==> config.mk <==
export PLATFORM = sky130hd
export DESIGN_NAME = equihash_verif_top
export DESIGN_NICKNAME = d
export VERILOG_FILES = /design/src/verilog/equihash_pkg.sv /design/src/verilog/sol_store.sv /design/src/verilog/index_unpacker.sv /design/src/verilog/order_check.sv /design/src/verilog/dup_check.sv /design/src/verilog/verif_result.sv /design/src/verilog/equihash_verif_top.sv
export SDC_FILE = /design/constraint.sdc
export NUM_CORES = 1
export LEC_CHECK = 0
export BUFFER_PORTS_ARGS = -buffer_cell sky130_fd_sc_hd__buf_2
export CORE_MARGIN = 8
export CORE_UTILIZATION = 25
export CTS_CLUSTER_DIAMETER = 50
export DETAILED_ROUTE_END_ITERATION = 6
export SLEW_MARGIN = 5
export SYNTH_ARGS = -nofsm -noshare
export SYNTH_HDL_FRONTEND = slang
export SYNTH_HIERARCHICAL = 1
export SYNTH_SLANG_ARGS = --single-unit
==> constraint.sdc <==
create_clock -name i_clk -period 20.3 [get_ports i_clk]
set_clock_uncertainty 0.2 [all_clocks]
set_input_delay 5.075 -clock i_clk [delete_from_list [all_inputs] [get_ports i_clk]]
set_output_delay 5.075 -clock i_clk [all_outputs]
set_load 0.01 [all_outputs]
==> src/verilog/equihash_pkg.sv <==
// Shared sizes and types for the Equihash index-list checker.
// Modules refer to these by scoped name. The top level takes its
// parameter defaults from here and passes them down.
`default_nettype none

package equihash_pkg;

  // Default input word width in bytes
  parameter int unsigned DEF_DAT_BYTS = 8;

  // Default index width and indices per solution (list length is a power of two)
  parameter int unsigned DEF_SOL_BITS     = 10;
  parameter int unsigned DEF_SOL_LIST_LEN = 32;

  // Widest index the beat can carry
  parameter int unsigned MAX_SOL_BITS = 16;

  // One unpacked index, zero-extended, with solution framing
  typedef struct packed {
    logic [MAX_SOL_BITS-1:0] idx;
    logic                    first;
    logic                    last;
  } idx_beat_t;

  // Result mask with one failure bit per check
  typedef struct packed {
    logic dup_fnd;
    logic bad_idx_order;
    logic len_err;
  } verif_mask_t;

  // One input word of the compressed solution
  typedef struct packed {
    logic [DEF_DAT_BYTS*8-1:0] dat;
    logic                      eop;
  } in_beat_t;

endpackage

`default_nettype wire

==> src/verilog/sol_store.sv <==
// Solution store for the checker input stream.
// Accepts words on valid/ready, writes the first SOL_WORDS of them into
// a RAM with a one-cycle read port and judges the length on eop.
// Input stays blocked after eop until the result block releases it.
`timescale 1ns/1ps
`default_nettype none

module sol_store #(
  parameter int DAT_BYTS     = equihash_pkg::DEF_DAT_BYTS,
  parameter int SOL_BITS     = equihash_pkg::DEF_SOL_BITS,
  parameter int SOL_LIST_LEN = equihash_pkg::DEF_SOL_LIST_LEN,
  localparam int DAT_BITS    = DAT_BYTS * 8,
  localparam int SOL_WORDS   = (SOL_BITS * SOL_LIST_LEN + DAT_BITS - 1) / DAT_BITS,
  localparam int ADDR_W      = (SOL_WORDS > 1) ? $clog2(SOL_WORDS) : 1
) (
  input  wire logic                   i_clk,
  input  wire logic                   i_rst,
  input  wire logic                   i_valid,
  input  wire equihash_pkg::in_beat_t i_beat,
  input  wire logic                   i_release,
  input  wire logic [ADDR_W-1:0]      i_rd_addr,
  output logic                        o_ready,
  output logic [DAT_BITS-1:0]         o_rd_data,
  output logic                        o_start,
  output logic                        o_sol_end,
  output logic                        o_len_err
);

  localparam int CNT_W = $clog2(SOL_WORDS + 1);
  localparam logic [CNT_W-1:0] LAST_WORD = CNT_W'(SOL_WORDS - 1);
  localparam logic [CNT_W-1:0] FULL      = CNT_W'(SOL_WORDS);

  typedef enum logic {
    ST_ACCEPT,
    ST_WAIT
  } state_t;

  state_t              state;
  logic [CNT_W-1:0]    wr_cnt;
  logic [DAT_BITS-1:0] ram [SOL_WORDS];
  logic                xfer;
  logic                eop_xfer;

  assign xfer     = i_valid && o_ready;
  assign eop_xfer = xfer && i_beat.eop;

  always_ff @(posedge i_clk) begin
    if (i_rst) begin
      state     <= ST_ACCEPT;
      o_ready   <= 1'b0;
      wr_cnt    <= '0;
      o_start   <= 1'b0;
      o_sol_end <= 1'b0;
    end else begin
      o_start   <= 1'b0;
      o_sol_end <= 1'b0;
      case (state)
        ST_ACCEPT: begin
          o_ready <= 1'b1;
          // Counter saturates once the RAM is full and later words are dropped
          if (xfer && wr_cnt != FULL) begin
            wr_cnt <= wr_cnt + 1'b1;
          end
          if (eop_xfer) begin
            o_ready   <= 1'b0;
            wr_cnt    <= '0;
            o_sol_end <= 1'b1;
            o_start   <= (wr_cnt == LAST_WORD);
            state     <= ST_WAIT;
          end
        end
        ST_WAIT: begin
          // Held until the mask for this solution is out
          if (i_release) begin
            o_ready <= 1'b1;
            state   <= ST_ACCEPT;
          end
        end
        default: state <= ST_ACCEPT;
      endcase
    end
  end

  always_ff @(posedge i_clk) begin
    if (xfer && wr_cnt != FULL) begin
      ram[wr_cnt[ADDR_W-1:0]] <= i_beat.dat;
    end
    // Length is right only when eop lands on the last RAM word
    if (eop_xfer) begin
      o_len_err <= (wr_cnt != LAST_WORD);
    end
    o_rd_data <= ram[i_rd_addr];
  end

endmodule

`default_nettype wire

==> src/verilog/index_unpacker.sv <==
// Index unpacker for the stored solution words.
// Keeps two words in a window, pulls SOL_BITS at a time in stream order
// (byte 0 first, MSB first in each byte) and emits one beat per cycle.
// A cycle without a beat is spent whenever the window moves one word.
// Needs SOL_BITS no wider than one input word.
`timescale 1ns/1ps
`default_nettype none

module index_unpacker #(
  parameter int DAT_BYTS     = equihash_pkg::DEF_DAT_BYTS,
  parameter int SOL_BITS     = equihash_pkg::DEF_SOL_BITS,
  parameter int SOL_LIST_LEN = equihash_pkg::DEF_SOL_LIST_LEN,
  localparam int DAT_BITS    = DAT_BYTS * 8,
  localparam int SOL_WORDS   = (SOL_BITS * SOL_LIST_LEN + DAT_BITS - 1) / DAT_BITS,
  localparam int ADDR_W      = (SOL_WORDS > 1) ? $clog2(SOL_WORDS) : 1
) (
  input  wire logic                 i_clk,
  input  wire logic                 i_rst,
  input  wire logic                 i_start,
  input  wire logic [DAT_BITS-1:0]  i_rd_data,
  output logic [ADDR_W-1:0]         o_rd_addr,
  output logic                      o_idx_val,
  output equihash_pkg::idx_beat_t   o_idx
);

  localparam int POS_W = $clog2(2 * DAT_BITS);
  localparam int CNT_W = $clog2(SOL_LIST_LEN);
  localparam int IDX_W = equihash_pkg::MAX_SOL_BITS;
  localparam logic [ADDR_W-1:0] LAST_ADDR = ADDR_W'(SOL_WORDS - 1);
  localparam logic [POS_W-1:0]  WORD_POS  = POS_W'(DAT_BITS);
  localparam logic [POS_W-1:0]  STEP      = POS_W'(SOL_BITS);
  localparam logic [CNT_W-1:0]  LAST_IDX  = CNT_W'(SOL_LIST_LEN - 1);

  typedef enum logic [2:0] {
    U_IDLE,
    U_LOAD0,
    U_LOAD1,
    U_LOAD2,
    U_RUN
  } state_t;

  state_t                state;
  logic [DAT_BITS-1:0]   win_lo;
  logic [DAT_BITS-1:0]   win_hi;
  logic [2*DAT_BITS-1:0] win;
  logic [2*DAT_BITS-1:0] win_sh;
  logic [POS_W-1:0]      pos;
  logic [CNT_W-1:0]      idx_cnt;
  logic [ADDR_W-1:0]     next_addr;
  logic                  refill;
  logic [SOL_BITS-1:0]   cur_idx;

  // Puts byte 0 on top so the stream reads from the MSB down
  function automatic logic [DAT_BITS-1:0] byte_swap(input logic [DAT_BITS-1:0] w);
    logic [DAT_BITS-1:0] r;
    for (int b = 0; b < DAT_BYTS; b++) begin
      r[(DAT_BYTS-1-b)*8 +: 8] = w[b*8 +: 8];
    end
    return r;
  endfunction

  assign win     = {byte_swap(win_lo), byte_swap(win_hi)};
  assign win_sh  = win << pos;
  assign cur_idx = win_sh[2*DAT_BITS-1 -: SOL_BITS];
  assign refill  = (pos >= WORD_POS);
  // Reads past the last word repeat it and those bits are never used
  assign next_addr = (o_rd_addr == LAST_ADDR) ? o_rd_addr : o_rd_addr + 1'b1;

  always_ff @(posedge i_clk) begin
    if (i_rst) begin
      state     <= U_IDLE;
      o_rd_addr <= '0;
      pos       <= '0;
      idx_cnt   <= '0;
      o_idx_val <= 1'b0;
    end else begin
      o_idx_val <= 1'b0;
      case (state)
        U_IDLE: begin
          if (i_start) begin
            o_rd_addr <= '0;
            state     <= U_LOAD0;
          end
        end
        U_LOAD0: begin
          o_rd_addr <= next_addr;
          state     <= U_LOAD1;
        end
        U_LOAD1: begin
          o_rd_addr <= next_addr;
          state     <= U_LOAD2;
        end
        U_LOAD2: begin
          pos     <= '0;
          idx_cnt <= '0;
          state   <= U_RUN;
        end
        U_RUN: begin
          if (refill) begin
            o_rd_addr <= next_addr;
            pos       <= pos - WORD_POS;
          end else begin
            o_idx_val <= 1'b1;
            pos       <= pos + STEP;
            idx_cnt   <= idx_cnt + 1'b1;
            if (idx_cnt == LAST_IDX) begin
              state <= U_IDLE;
            end
          end
        end
        default: state <= U_IDLE;
      endcase
    end
  end

  always_ff @(posedge i_clk) begin
    case (state)
      U_LOAD1: win_lo <= i_rd_data;
      U_LOAD2: win_hi <= i_rd_data;
      U_RUN: begin
        if (refill) begin
          win_lo <= win_hi;
          win_hi <= i_rd_data;
        end
      end
      default: ;
    endcase
    o_idx.idx   <= IDX_W'(cur_idx);
    o_idx.first <= (idx_cnt == '0);
    o_idx.last  <= (idx_cnt == LAST_IDX);
  end

endmodule

`default_nettype wire

==> src/verilog/order_check.sv <==
// Tree-ordering check on the index list.
// At every level h the first index of a block of 2^h entries must be
// strictly below the first index of the block's second half.
// Result comes with o_done one cycle after the last beat.
`timescale 1ns/1ps
`default_nettype none

module order_check #(
  parameter int SOL_LIST_LEN = equihash_pkg::DEF_SOL_LIST_LEN
) (
  input  wire logic                    i_clk,
  input  wire logic                    i_rst,
  input  wire logic                    i_idx_val,
  input  wire equihash_pkg::idx_beat_t i_idx,
  output logic                         o_done,
  output logic                         o_wrong
);

  localparam int LEVELS = $clog2(SOL_LIST_LEN);
  localparam int IDX_W  = equihash_pkg::MAX_SOL_BITS;

  logic [LEVELS-1:0] cnt;
  logic [LEVELS-1:0] cnt_cur;
  logic [IDX_W-1:0]  opener [1:LEVELS];
  logic              wrong_acc;
  logic              wrong_cur;
  logic              bad_now;

  // Position of n inside its block of 2^h entries
  function automatic logic [LEVELS-1:0] in_block(input logic [LEVELS-1:0] n, input int h);
    return n & LEVELS'((1 << h) - 1);
  endfunction

  assign cnt_cur = i_idx.first ? '0 : cnt;

  always_comb begin
    bad_now = 1'b0;
    for (int h = 1; h <= LEVELS; h++) begin
      // Beat opens the second half of a level-h block
      if (in_block(cnt_cur, h) == LEVELS'(1 << (h - 1)) && opener[h] >= i_idx.idx) begin
        bad_now = 1'b1;
      end
    end
  end

  assign wrong_cur = (i_idx.first ? 1'b0 : wrong_acc) | bad_now;

  always_ff @(posedge i_clk) begin
    if (i_rst) begin
      cnt       <= '0;
      wrong_acc <= 1'b0;
      o_done    <= 1'b0;
    end else begin
      o_done <= i_idx_val && i_idx.last;
      if (i_idx_val) begin
        cnt       <= cnt_cur + 1'b1;
        wrong_acc <= wrong_cur;
      end
    end
  end

  always_ff @(posedge i_clk) begin
    if (i_idx_val) begin
      for (int h = 1; h <= LEVELS; h++) begin
        if (in_block(cnt_cur, h) == '0) begin
          opener[h] <= i_idx.idx;
        end
      end
      o_wrong <= wrong_cur;
    end
  end

endmodule

`default_nettype wire

==> src/verilog/dup_check.sv <==
// Duplicate-index check.
// Every new index is compared in parallel with all earlier indices of
// the same solution. Any match sets a flag that holds to the end.
// Result comes with o_done one cycle after the last beat.
`timescale 1ns/1ps
`default_nettype none

module dup_check #(
  parameter int SOL_BITS     = equihash_pkg::DEF_SOL_BITS,
  parameter int SOL_LIST_LEN = equihash_pkg::DEF_SOL_LIST_LEN
) (
  input  wire logic                    i_clk,
  input  wire logic                    i_rst,
  input  wire logic                    i_idx_val,
  input  wire equihash_pkg::idx_beat_t i_idx,
  output logic                         o_done,
  output logic                         o_dup
);

  localparam int CNT_W = $clog2(SOL_LIST_LEN + 1);
  localparam int SEL_W = $clog2(SOL_LIST_LEN);

  logic [SOL_BITS-1:0] seen [SOL_LIST_LEN];
  logic [CNT_W-1:0]    cnt;
  logic [CNT_W-1:0]    cnt_cur;
  logic [SOL_BITS-1:0] new_idx;
  logic                hit;
  logic                dup_acc;
  logic                dup_cur;

  assign new_idx = i_idx.idx[SOL_BITS-1:0];
  assign cnt_cur = i_idx.first ? '0 : cnt;

  // Only entries below the valid count belong to this solution
  always_comb begin
    hit = 1'b0;
    for (int j = 0; j < SOL_LIST_LEN; j++) begin
      if (CNT_W'(j) < cnt_cur && seen[j] == new_idx) begin
        hit = 1'b1;
      end
    end
  end

  assign dup_cur = (i_idx.first ? 1'b0 : dup_acc) | hit;

  always_ff @(posedge i_clk) begin
    if (i_rst) begin
      cnt     <= '0;
      dup_acc <= 1'b0;
      o_done  <= 1'b0;
    end else begin
      o_done <= i_idx_val && i_idx.last;
      if (i_idx_val) begin
        cnt     <= cnt_cur + 1'b1;
        dup_acc <= dup_cur;
      end
    end
  end

  always_ff @(posedge i_clk) begin
    if (i_idx_val) begin
      seen[cnt_cur[SEL_W-1:0]] <= new_idx;
      o_dup                    <= dup_cur;
    end
  end

endmodule

`default_nettype wire

==> src/verilog/verif_result.sv <==
// Result collector.
// Waits for both checkers, or for a length error from the store, then
// pulses o_mask_val with the mask and frees the store for the next one.
`timescale 1ns/1ps
`default_nettype none

module verif_result (
  input  wire logic                  i_clk,
  input  wire logic                  i_rst,
  input  wire logic                  i_sol_end,
  input  wire logic                  i_len_err,
  input  wire logic                  i_order_done,
  input  wire logic                  i_order_wrong,
  input  wire logic                  i_dup_done,
  input  wire logic                  i_dup,
  output equihash_pkg::verif_mask_t  o_mask,
  output logic                       o_mask_val,
  output logic                       o_release
);

  logic ord_l;
  logic ord_wrong_l;
  logic dup_l;
  logic dup_fnd_l;
  logic both_in;

  // A done arriving this cycle counts as already seen
  assign both_in = (ord_l | i_order_done) & (dup_l | i_dup_done);

  always_ff @(posedge i_clk) begin
    if (i_rst) begin
      o_mask      <= '0;
      o_mask_val  <= 1'b0;
      ord_l       <= 1'b0;
      ord_wrong_l <= 1'b0;
      dup_l       <= 1'b0;
      dup_fnd_l   <= 1'b0;
    end else begin
      o_mask_val <= 1'b0;
      if (i_sol_end && i_len_err) begin
        // No checks run on a bad length
        o_mask_val <= 1'b1;
        o_mask     <= '{dup_fnd: 1'b0, bad_idx_order: 1'b0, len_err: 1'b1};
      end else if (both_in) begin
        o_mask_val           <= 1'b1;
        o_mask.dup_fnd       <= dup_fnd_l | (i_dup_done & i_dup);
        o_mask.bad_idx_order <= ord_wrong_l | (i_order_done & i_order_wrong);
        o_mask.len_err       <= 1'b0;
        ord_l                <= 1'b0;
        ord_wrong_l          <= 1'b0;
        dup_l                <= 1'b0;
        dup_fnd_l            <= 1'b0;
      end else begin
        if (i_order_done) begin
          ord_l       <= 1'b1;
          ord_wrong_l <= i_order_wrong;
        end
        if (i_dup_done) begin
          dup_l     <= 1'b1;
          dup_fnd_l <= i_dup;
        end
      end
    end
  end

  assign o_release = o_mask_val;

endmodule

`default_nettype wire

==> src/verilog/equihash_verif_top.sv <==
// Top level of the Equihash index-list checker.
// Takes the compressed solution as a valid/ready word stream and reports
// a three-bit failure mask with a one-cycle valid pulse.
`timescale 1ns/1ps
`default_nettype none

module equihash_verif_top #(
  parameter int DAT_BYTS     = equihash_pkg::DEF_DAT_BYTS,
  parameter int SOL_BITS     = equihash_pkg::DEF_SOL_BITS,
  parameter int SOL_LIST_LEN = equihash_pkg::DEF_SOL_LIST_LEN
) (
  input  wire logic                   i_clk,
  input  wire logic                   i_rst,
  input  wire logic                   i_valid,
  input  wire equihash_pkg::in_beat_t i_beat,
  output logic                        o_ready,
  output equihash_pkg::verif_mask_t   o_mask,
  output logic                        o_mask_val
);

  // Read bus widths, same sizing as the store and the unpacker
  localparam int DAT_BITS  = DAT_BYTS * 8;
  localparam int SOL_WORDS = (SOL_BITS * SOL_LIST_LEN + DAT_BITS - 1) / DAT_BITS;
  localparam int ADDR_W    = (SOL_WORDS > 1) ? $clog2(SOL_WORDS) : 1;

  logic [ADDR_W-1:0]       rd_addr;
  logic [DAT_BITS-1:0]     rd_data;
  logic                    start;
  logic                    sol_end;
  logic                    len_err;
  logic                    release_sol;
  logic                    idx_val;
  equihash_pkg::idx_beat_t idx;
  logic                    order_done;
  logic                    order_wrong;
  logic                    dup_done;
  logic                    dup;

  sol_store #(
    .DAT_BYTS     (DAT_BYTS),
    .SOL_BITS     (SOL_BITS),
    .SOL_LIST_LEN (SOL_LIST_LEN)
  ) u_sol_store (
    .i_clk     (i_clk),
    .i_rst     (i_rst),
    .i_valid   (i_valid),
    .i_beat    (i_beat),
    .i_release (release_sol),
    .i_rd_addr (rd_addr),
    .o_ready   (o_ready),
    .o_rd_data (rd_data),
    .o_start   (start),
    .o_sol_end (sol_end),
    .o_len_err (len_err)
  );

  index_unpacker #(
    .DAT_BYTS     (DAT_BYTS),
    .SOL_BITS     (SOL_BITS),
    .SOL_LIST_LEN (SOL_LIST_LEN)
  ) u_index_unpacker (
    .i_clk     (i_clk),
    .i_rst     (i_rst),
    .i_start   (start),
    .i_rd_data (rd_data),
    .o_rd_addr (rd_addr),
    .o_idx_val (idx_val),
    .o_idx     (idx)
  );

  order_check #(
    .SOL_LIST_LEN (SOL_LIST_LEN)
  ) u_order_check (
    .i_clk     (i_clk),
    .i_rst     (i_rst),
    .i_idx_val (idx_val),
    .i_idx     (idx),
    .o_done    (order_done),
    .o_wrong   (order_wrong)
  );

  dup_check #(
    .SOL_BITS     (SOL_BITS),
    .SOL_LIST_LEN (SOL_LIST_LEN)
  ) u_dup_check (
    .i_clk     (i_clk),
    .i_rst     (i_rst),
    .i_idx_val (idx_val),
    .i_idx     (idx),
    .o_done    (dup_done),
    .o_dup     (dup)
  );

  verif_result u_verif_result (
    .i_clk         (i_clk),
    .i_rst         (i_rst),
    .i_sol_end     (sol_end),
    .i_len_err     (len_err),
    .i_order_done  (order_done),
    .i_order_wrong (order_wrong),
    .i_dup_done    (dup_done),
    .i_dup         (dup),
    .o_mask        (o_mask),
    .o_mask_val    (o_mask_val),
    .o_release     (release_sol)
  );

endmodule

`default_nettype wire

Yosys cells after proc, flatten, opt, wreduce, memory -nomap -nowiden
Memory sizes are Yosys's and may differ from the RTL's. A register that Yosys moved wholly into a read port is not among the register bits.
Cells that the tools add are included.
{ "classes": {"n_addsub": 7, "n_lt_le_gt_ge": 38, "eq_ne": 50, "n_shift": 1, "n_mux": 95, "bitwise_logic": 11, "n_reduce_logical": 67} }
{ "ops": {"columns": ["op", "n"], "rows": [
  ["$eq 10x10->1", 32],
  ["$pmux 64 s2", 2],
  ["$mux 64", 2],
  ["$shl 128x7->128", 1],
  ["$lt 5x6->1 const A", 16],
  ["$ge 16x10->1", 5],
  ["$mux 1", 73],
  ["$lt 4x6->1 const A", 8],
  ["$logic_and 1x1->1", 42],
  ["$logic_not 5->1", 6],
  ["$lt 3x6->1 const A", 4],
  ["$mux 3", 8],
  ["$pmux 3 s5", 1],
  ["$pmux 7 s2", 1],
  ["$eq 3x3->1 const B", 4],
  ["$lt 1x6->1 const A", 2],
  ["$lt 2x6->1 const A", 2],
  ["$add 5x1->5 const B", 2],
  ["$eq 5x5->1 const B", 2],
  ["$mux 5", 2],
  ["$pmux 5 s2", 1],
  ["$reduce_and 2->1", 5],
  ["$reduce_bool 2->1", 5],
  ["$pmux 3 s3", 1],
  ["other kinds (23)", 42]
]} }
{ "totals": {"register_bits": 190, "ramBits": 690, "inputBits": 68, "out_inout_bits": 5, "elab_cells": 302, "mem_count": 3} }
{ "memory_table": {"columns": ["memory", "words", "width", "rd", "rd_ports_with_merged_regs", "write_ports", "line_no", "text"], "rows": [
  ["u_dup_check.seen", 32, 10, 32, 0, 1, "dup_check.sv:23", "logic [SOL_BITS-1:0] seen [SOL_LIST_LEN];"],
  ["u_sol_store.ram", 5, 64, 1, 1, 1, "sol_store.sv:40", "logic [DAT_BITS-1:0] ram [SOL_WORDS];"],
  ["u_order_check.opener", 5, 10, 5, 0, 5, "order_check.sv:24", "logic [IDX_W-1:0] opener [1:LEVELS];"]
]} }

Logic depth before layout (Yosys ltp)
{ "logic_depth": {"depth_word": 36, "mapped_depth": 12, "depth_no_buf": 10} }

By module
Netlist, hierarchy kept.
{ "modules_own_cells": {"columns": ["module", "instances", "cells_per_inst", "area_per_inst_um2", "seq_area_each_um2"], "rows": [
  ["dup_check", 1, 960, 14557.7, 9799.4],
  ["sol_store", 1, 791, 13963.4, 11060.6],
  ["index_unpacker", 1, 739, 9980.8, 4444.3],
  ["order_check", 1, 352, 4610.7, 2572.5],
  ["verif_result", 1, 34, 346.6, 160.2]
]} }

Worst setup path after synthesis
No wires, ideal clock.
{ "synth_timing": {"path_type": "input -> register", "from": "in i_valid", "to": "mem u_sol_store/ram[4][0] (netlist name), enable pin", "setup_ps": 644, "arrival_ps": 11315, "t_required_ps": 19456, "slack_ps": 8141, "path_stages": 2, "n_path_buf": 0, "path_cell_list": "nand2_1 -> nor4_1"} }
{ "synth_between": {"elab_chain_len": 4} }
{ "synth_rtl": {"columns": ["element", "line_no", "text"], "rows": [
  ["from (decl)", "equihash_verif_top.sv:14", "input wire logic i_valid,"],
  ["$logic_and 1x1->1", "sol_store.sv:44", "assign xfer = i_valid && o_ready;"],
  ["$logic_and 1x1->1", "sol_store.sv:85", "if (xfer && wr_cnt != FULL) begin"],
  ["$mux 1", "sol_store.sv:85", null],
  ["$mux 1 (implied by the code)", "sol_store.sv:86", "ram[wr_cnt[ADDR_W-1:0]] <= i_beat.dat;"],
  ["to (decl)", "sol_store.sv:40", null]
]} }
No other way between the ends.

Worst setup path after layout
{ "layout_timing": {"from": "in i_valid", "to": "mem u_sol_store/ram[4][63] (netlist name), enable pin"} }
Same word-level chain as after synthesis.

==> reports/results.ini <==
[sta]
fin_crit_sh = 0.3346
hold_slack_ns = 0.2088
rsz0062_at_grt = false
setup_viol = 0
worst_pin_slew_ns = 1.037
min_period_ns = 6.793
max_freq_ghz = 0.1472
setup_tns_ns = 0
report.final.slew_viol_count = 0
hold_viol = 0
relSlewSlack = 0.3020

[power]
p_leak_uw = 0.01588
power_density_nw_per_um2 = 82.84
peakVddDrop_mv = 0.07363

[cells_and_area]
syn2layout_area_growth_pct = 14.03
seqCellArea_um2 = 28090
design_area_um2 = 49560
layout.nets = 3100
final_util = 0.2861
multi_input_area_um2 = 14050
drive_gt1_frac = 0.1684
fillCellCount = 17288

[synth]
ys_seq_area_frac = 0.6451
synth_cell_types = 87
ys.flop_type = edfxtp_1
synth_most_common_cell = edfxtp_1
yosysWarnings = 6
syn_area_um2 = 43460
synth_edf_count = 851
synth_top_area_share = 0.5880
ys_ff_latch = 975
synth.largest_area_cell = edfxtp_1
synthCells = 2876
synthArstFlopShare = 0
netlist_top_cells_area = edfxtp_1, dfxtp_1, mux4_2
syn_area_per_cell_um2 = 15.11
synth_commonest_cells = edfxtp_1, xor2_1, mux2i_1

[worst_hold_path]
min_path_cells = 0
hold_start = u_sol_store/o_rd_data[20]
hold_path_end = u_index_unpacker/win_hi[20]
hp-class = flip-flop to flip-flop

[floorplan]
start_util = 0.2509
fp.coreArea_um2 = 173200
pin_count = 73
rows = 153
die_h_um = 432.9
die_w_um = 432.9
die_area_um2 = 187400

[status]
status = finished clean

[routing]
drt-total-wl_um = 98290
wl_met3_um = 4481
drt_iter0_markers = 1611
drc = 0
vias_per_cell = 4.455
wl_per_cell_um = 18.38
vias = 23830
drtAntennaViolNets = 0
top_layer = met4
wl_met1_um = 42380
wl_met2_um = 48360
dr.pass1.iters = 5

[clocking]
clk_path_buf_depth = 3
cts_inserted_buffers = 101
postCtsSetupBuffers = 0
cts_tree = done
cts-resized-gates = 0
clock_tree.htree_level_count = 3
ctsHoldBuffers = 0
clk_pin_slew_worst_paths_ns = 0.06
cts.sinks = 975
cts_root_buf = clkbuf_16
clk_latency_ns = 0.72

[place]
placed_cell_area_um2 = 46130
gp_congestion = 0.8452
dp_hpwl_um = 62190
port_buffers = 72

[critical_path]
cp_data_required_time_ns = 20.42
path_cells = buf_2, nand2_1, nor4_2, buf_4, buf_4
reg2reg_to = u_order_check/opener[0][68]
critPathLaunchType = input pin
critPathMaxFanout = 41
cp.arrival_ns = 6.91
cp-end-kind = flip-flop
rr_startpoint = u_index_unpacker/o_idx[1]
critical_path_class = input pin to flip-flop
ff2ff_path_depth = 10
cp_common_cell = buf_4
max_stage_delay_ns = 0.63
rrSetupSlack_ns = 15.93
slowest_stage = buf_4
critical_path.top_delay_family = buffers and inverters
cp.depth = 5
crit_buf_inv = 3

[global_routing]
grt_pass1_vias = 24003
grt.total_usage = 0.1024
grt_pass1_wl_um = 150600
antenna_found_initial = 3
grt_overflow_total = 0
grt_max_degree = 80

[job]
maxCapViolations = 0

how the worst max path moves through the flow:
stage	endpoint	from
2_1_floorplan	u_sol_store/ram[4][0]	i_valid
3_3_place_gp	u_sol_store/ram[4][57]	i_valid
3_5_place_dp	u_sol_store/ram[4][57]	i_valid
4_1_cts	u_sol_store/ram[4][55]	i_valid
5_1_grt	u_sol_store/ram[4][63]	i_valid
6_report	u_sol_store/ram[4][63]	i_valid
layout make-up:
type | instances | area share
timing repair buffer | 117 | 0.01409
inverter | 102 | 0.007726
multi-input combinational | 1639 | 0.2835
antenna | 2 | 0.0001010
sequential | 975 | 0.5669
clock inverter | 70 | 0.01356
clock buffer | 119 | 0.05549
tap | 2325 | 0.05870
sequential cells by signal, indices dropped and copies added, names as in the netlist, 3 cells and up:
signal                      cells
u_order_check/cnt               5
u_sol_store/ram               320
u_sol_store/wr_cnt              3
u_verif_result/o_mask           3
u_index_unpacker/win_hi        64
u_index_unpacker/o_idx         12
u_index_unpacker/idx_cnt        5
u_index_unpacker/o_rd_addr      3
u_dup_check/cnt                 6
u_index_unpacker/win_lo        64
u_sol_store/o_rd_data          64
u_index_unpacker/state          3
u_order_check/opener           80
u_index_unpacker/pos            6
u_dup_check/seen              320
logic make-up after synthesis:
logic type	share of synthesized area
other cells	0.00008629
buf+inv	0.03348
xor+xnor	0.06550
fa+ha+maj	0.02764
mux	0.09815
flops	0.6451
simple gates	0.06674
compound gates	0.06328
routing by layer:
layer  track usage  up-vias
li1              -    11140
met1        0.1298    11982
met2        0.1756      554
met3       0.01865      154
met4       0.03579        0
met5             0        -
where the power goes:
part | total (uW) | switching, uW | internal, uW
clock network | 1870 | 789 | 1080
logic | 52.6 | 31.7 | 21.0
registers | 2180 | 7.16 | 2180
total | 4110 | 828 | 3280
through the flow:
step | instances | setup WS [ns] | power [uW]
finish | 5349 | 13.51 | 4105
floorplan | 2881 | 8.141 | 2256
global route | 5347 | 13.47 | 4247
detailed placement | 5158 | 12.82 | 2281
CTS | 5347 | 13.59 | 4167
global placement | 5158 | 12.86 | 2279
placed cells by master (no fill, tap or decap), drive strengths merged, types with 54 or more instances in the layout:
cell / Yosys / routed
nand4: 54 / 54
mux2i: 134 / 134
mux4: 87 / 87
mux2: 85 / 85
a211oi: 79 / 79
buf: 126 / 117
xor2: 204 / 204
xnor2: 121 / 121
ha: 96 / 96
clkbuf: 39 / 119
nor2: 113 / 113
a21oi: 64 / 64
nor2b: 86 / 86
nand2: 96 / 96
inv: 102 / 108
nor4: 61 / 61
a221oi: 67 / 67
edfxtp: 851 / 851
dfxtp: 124 / 124
(Power assumes the default switching activity.)
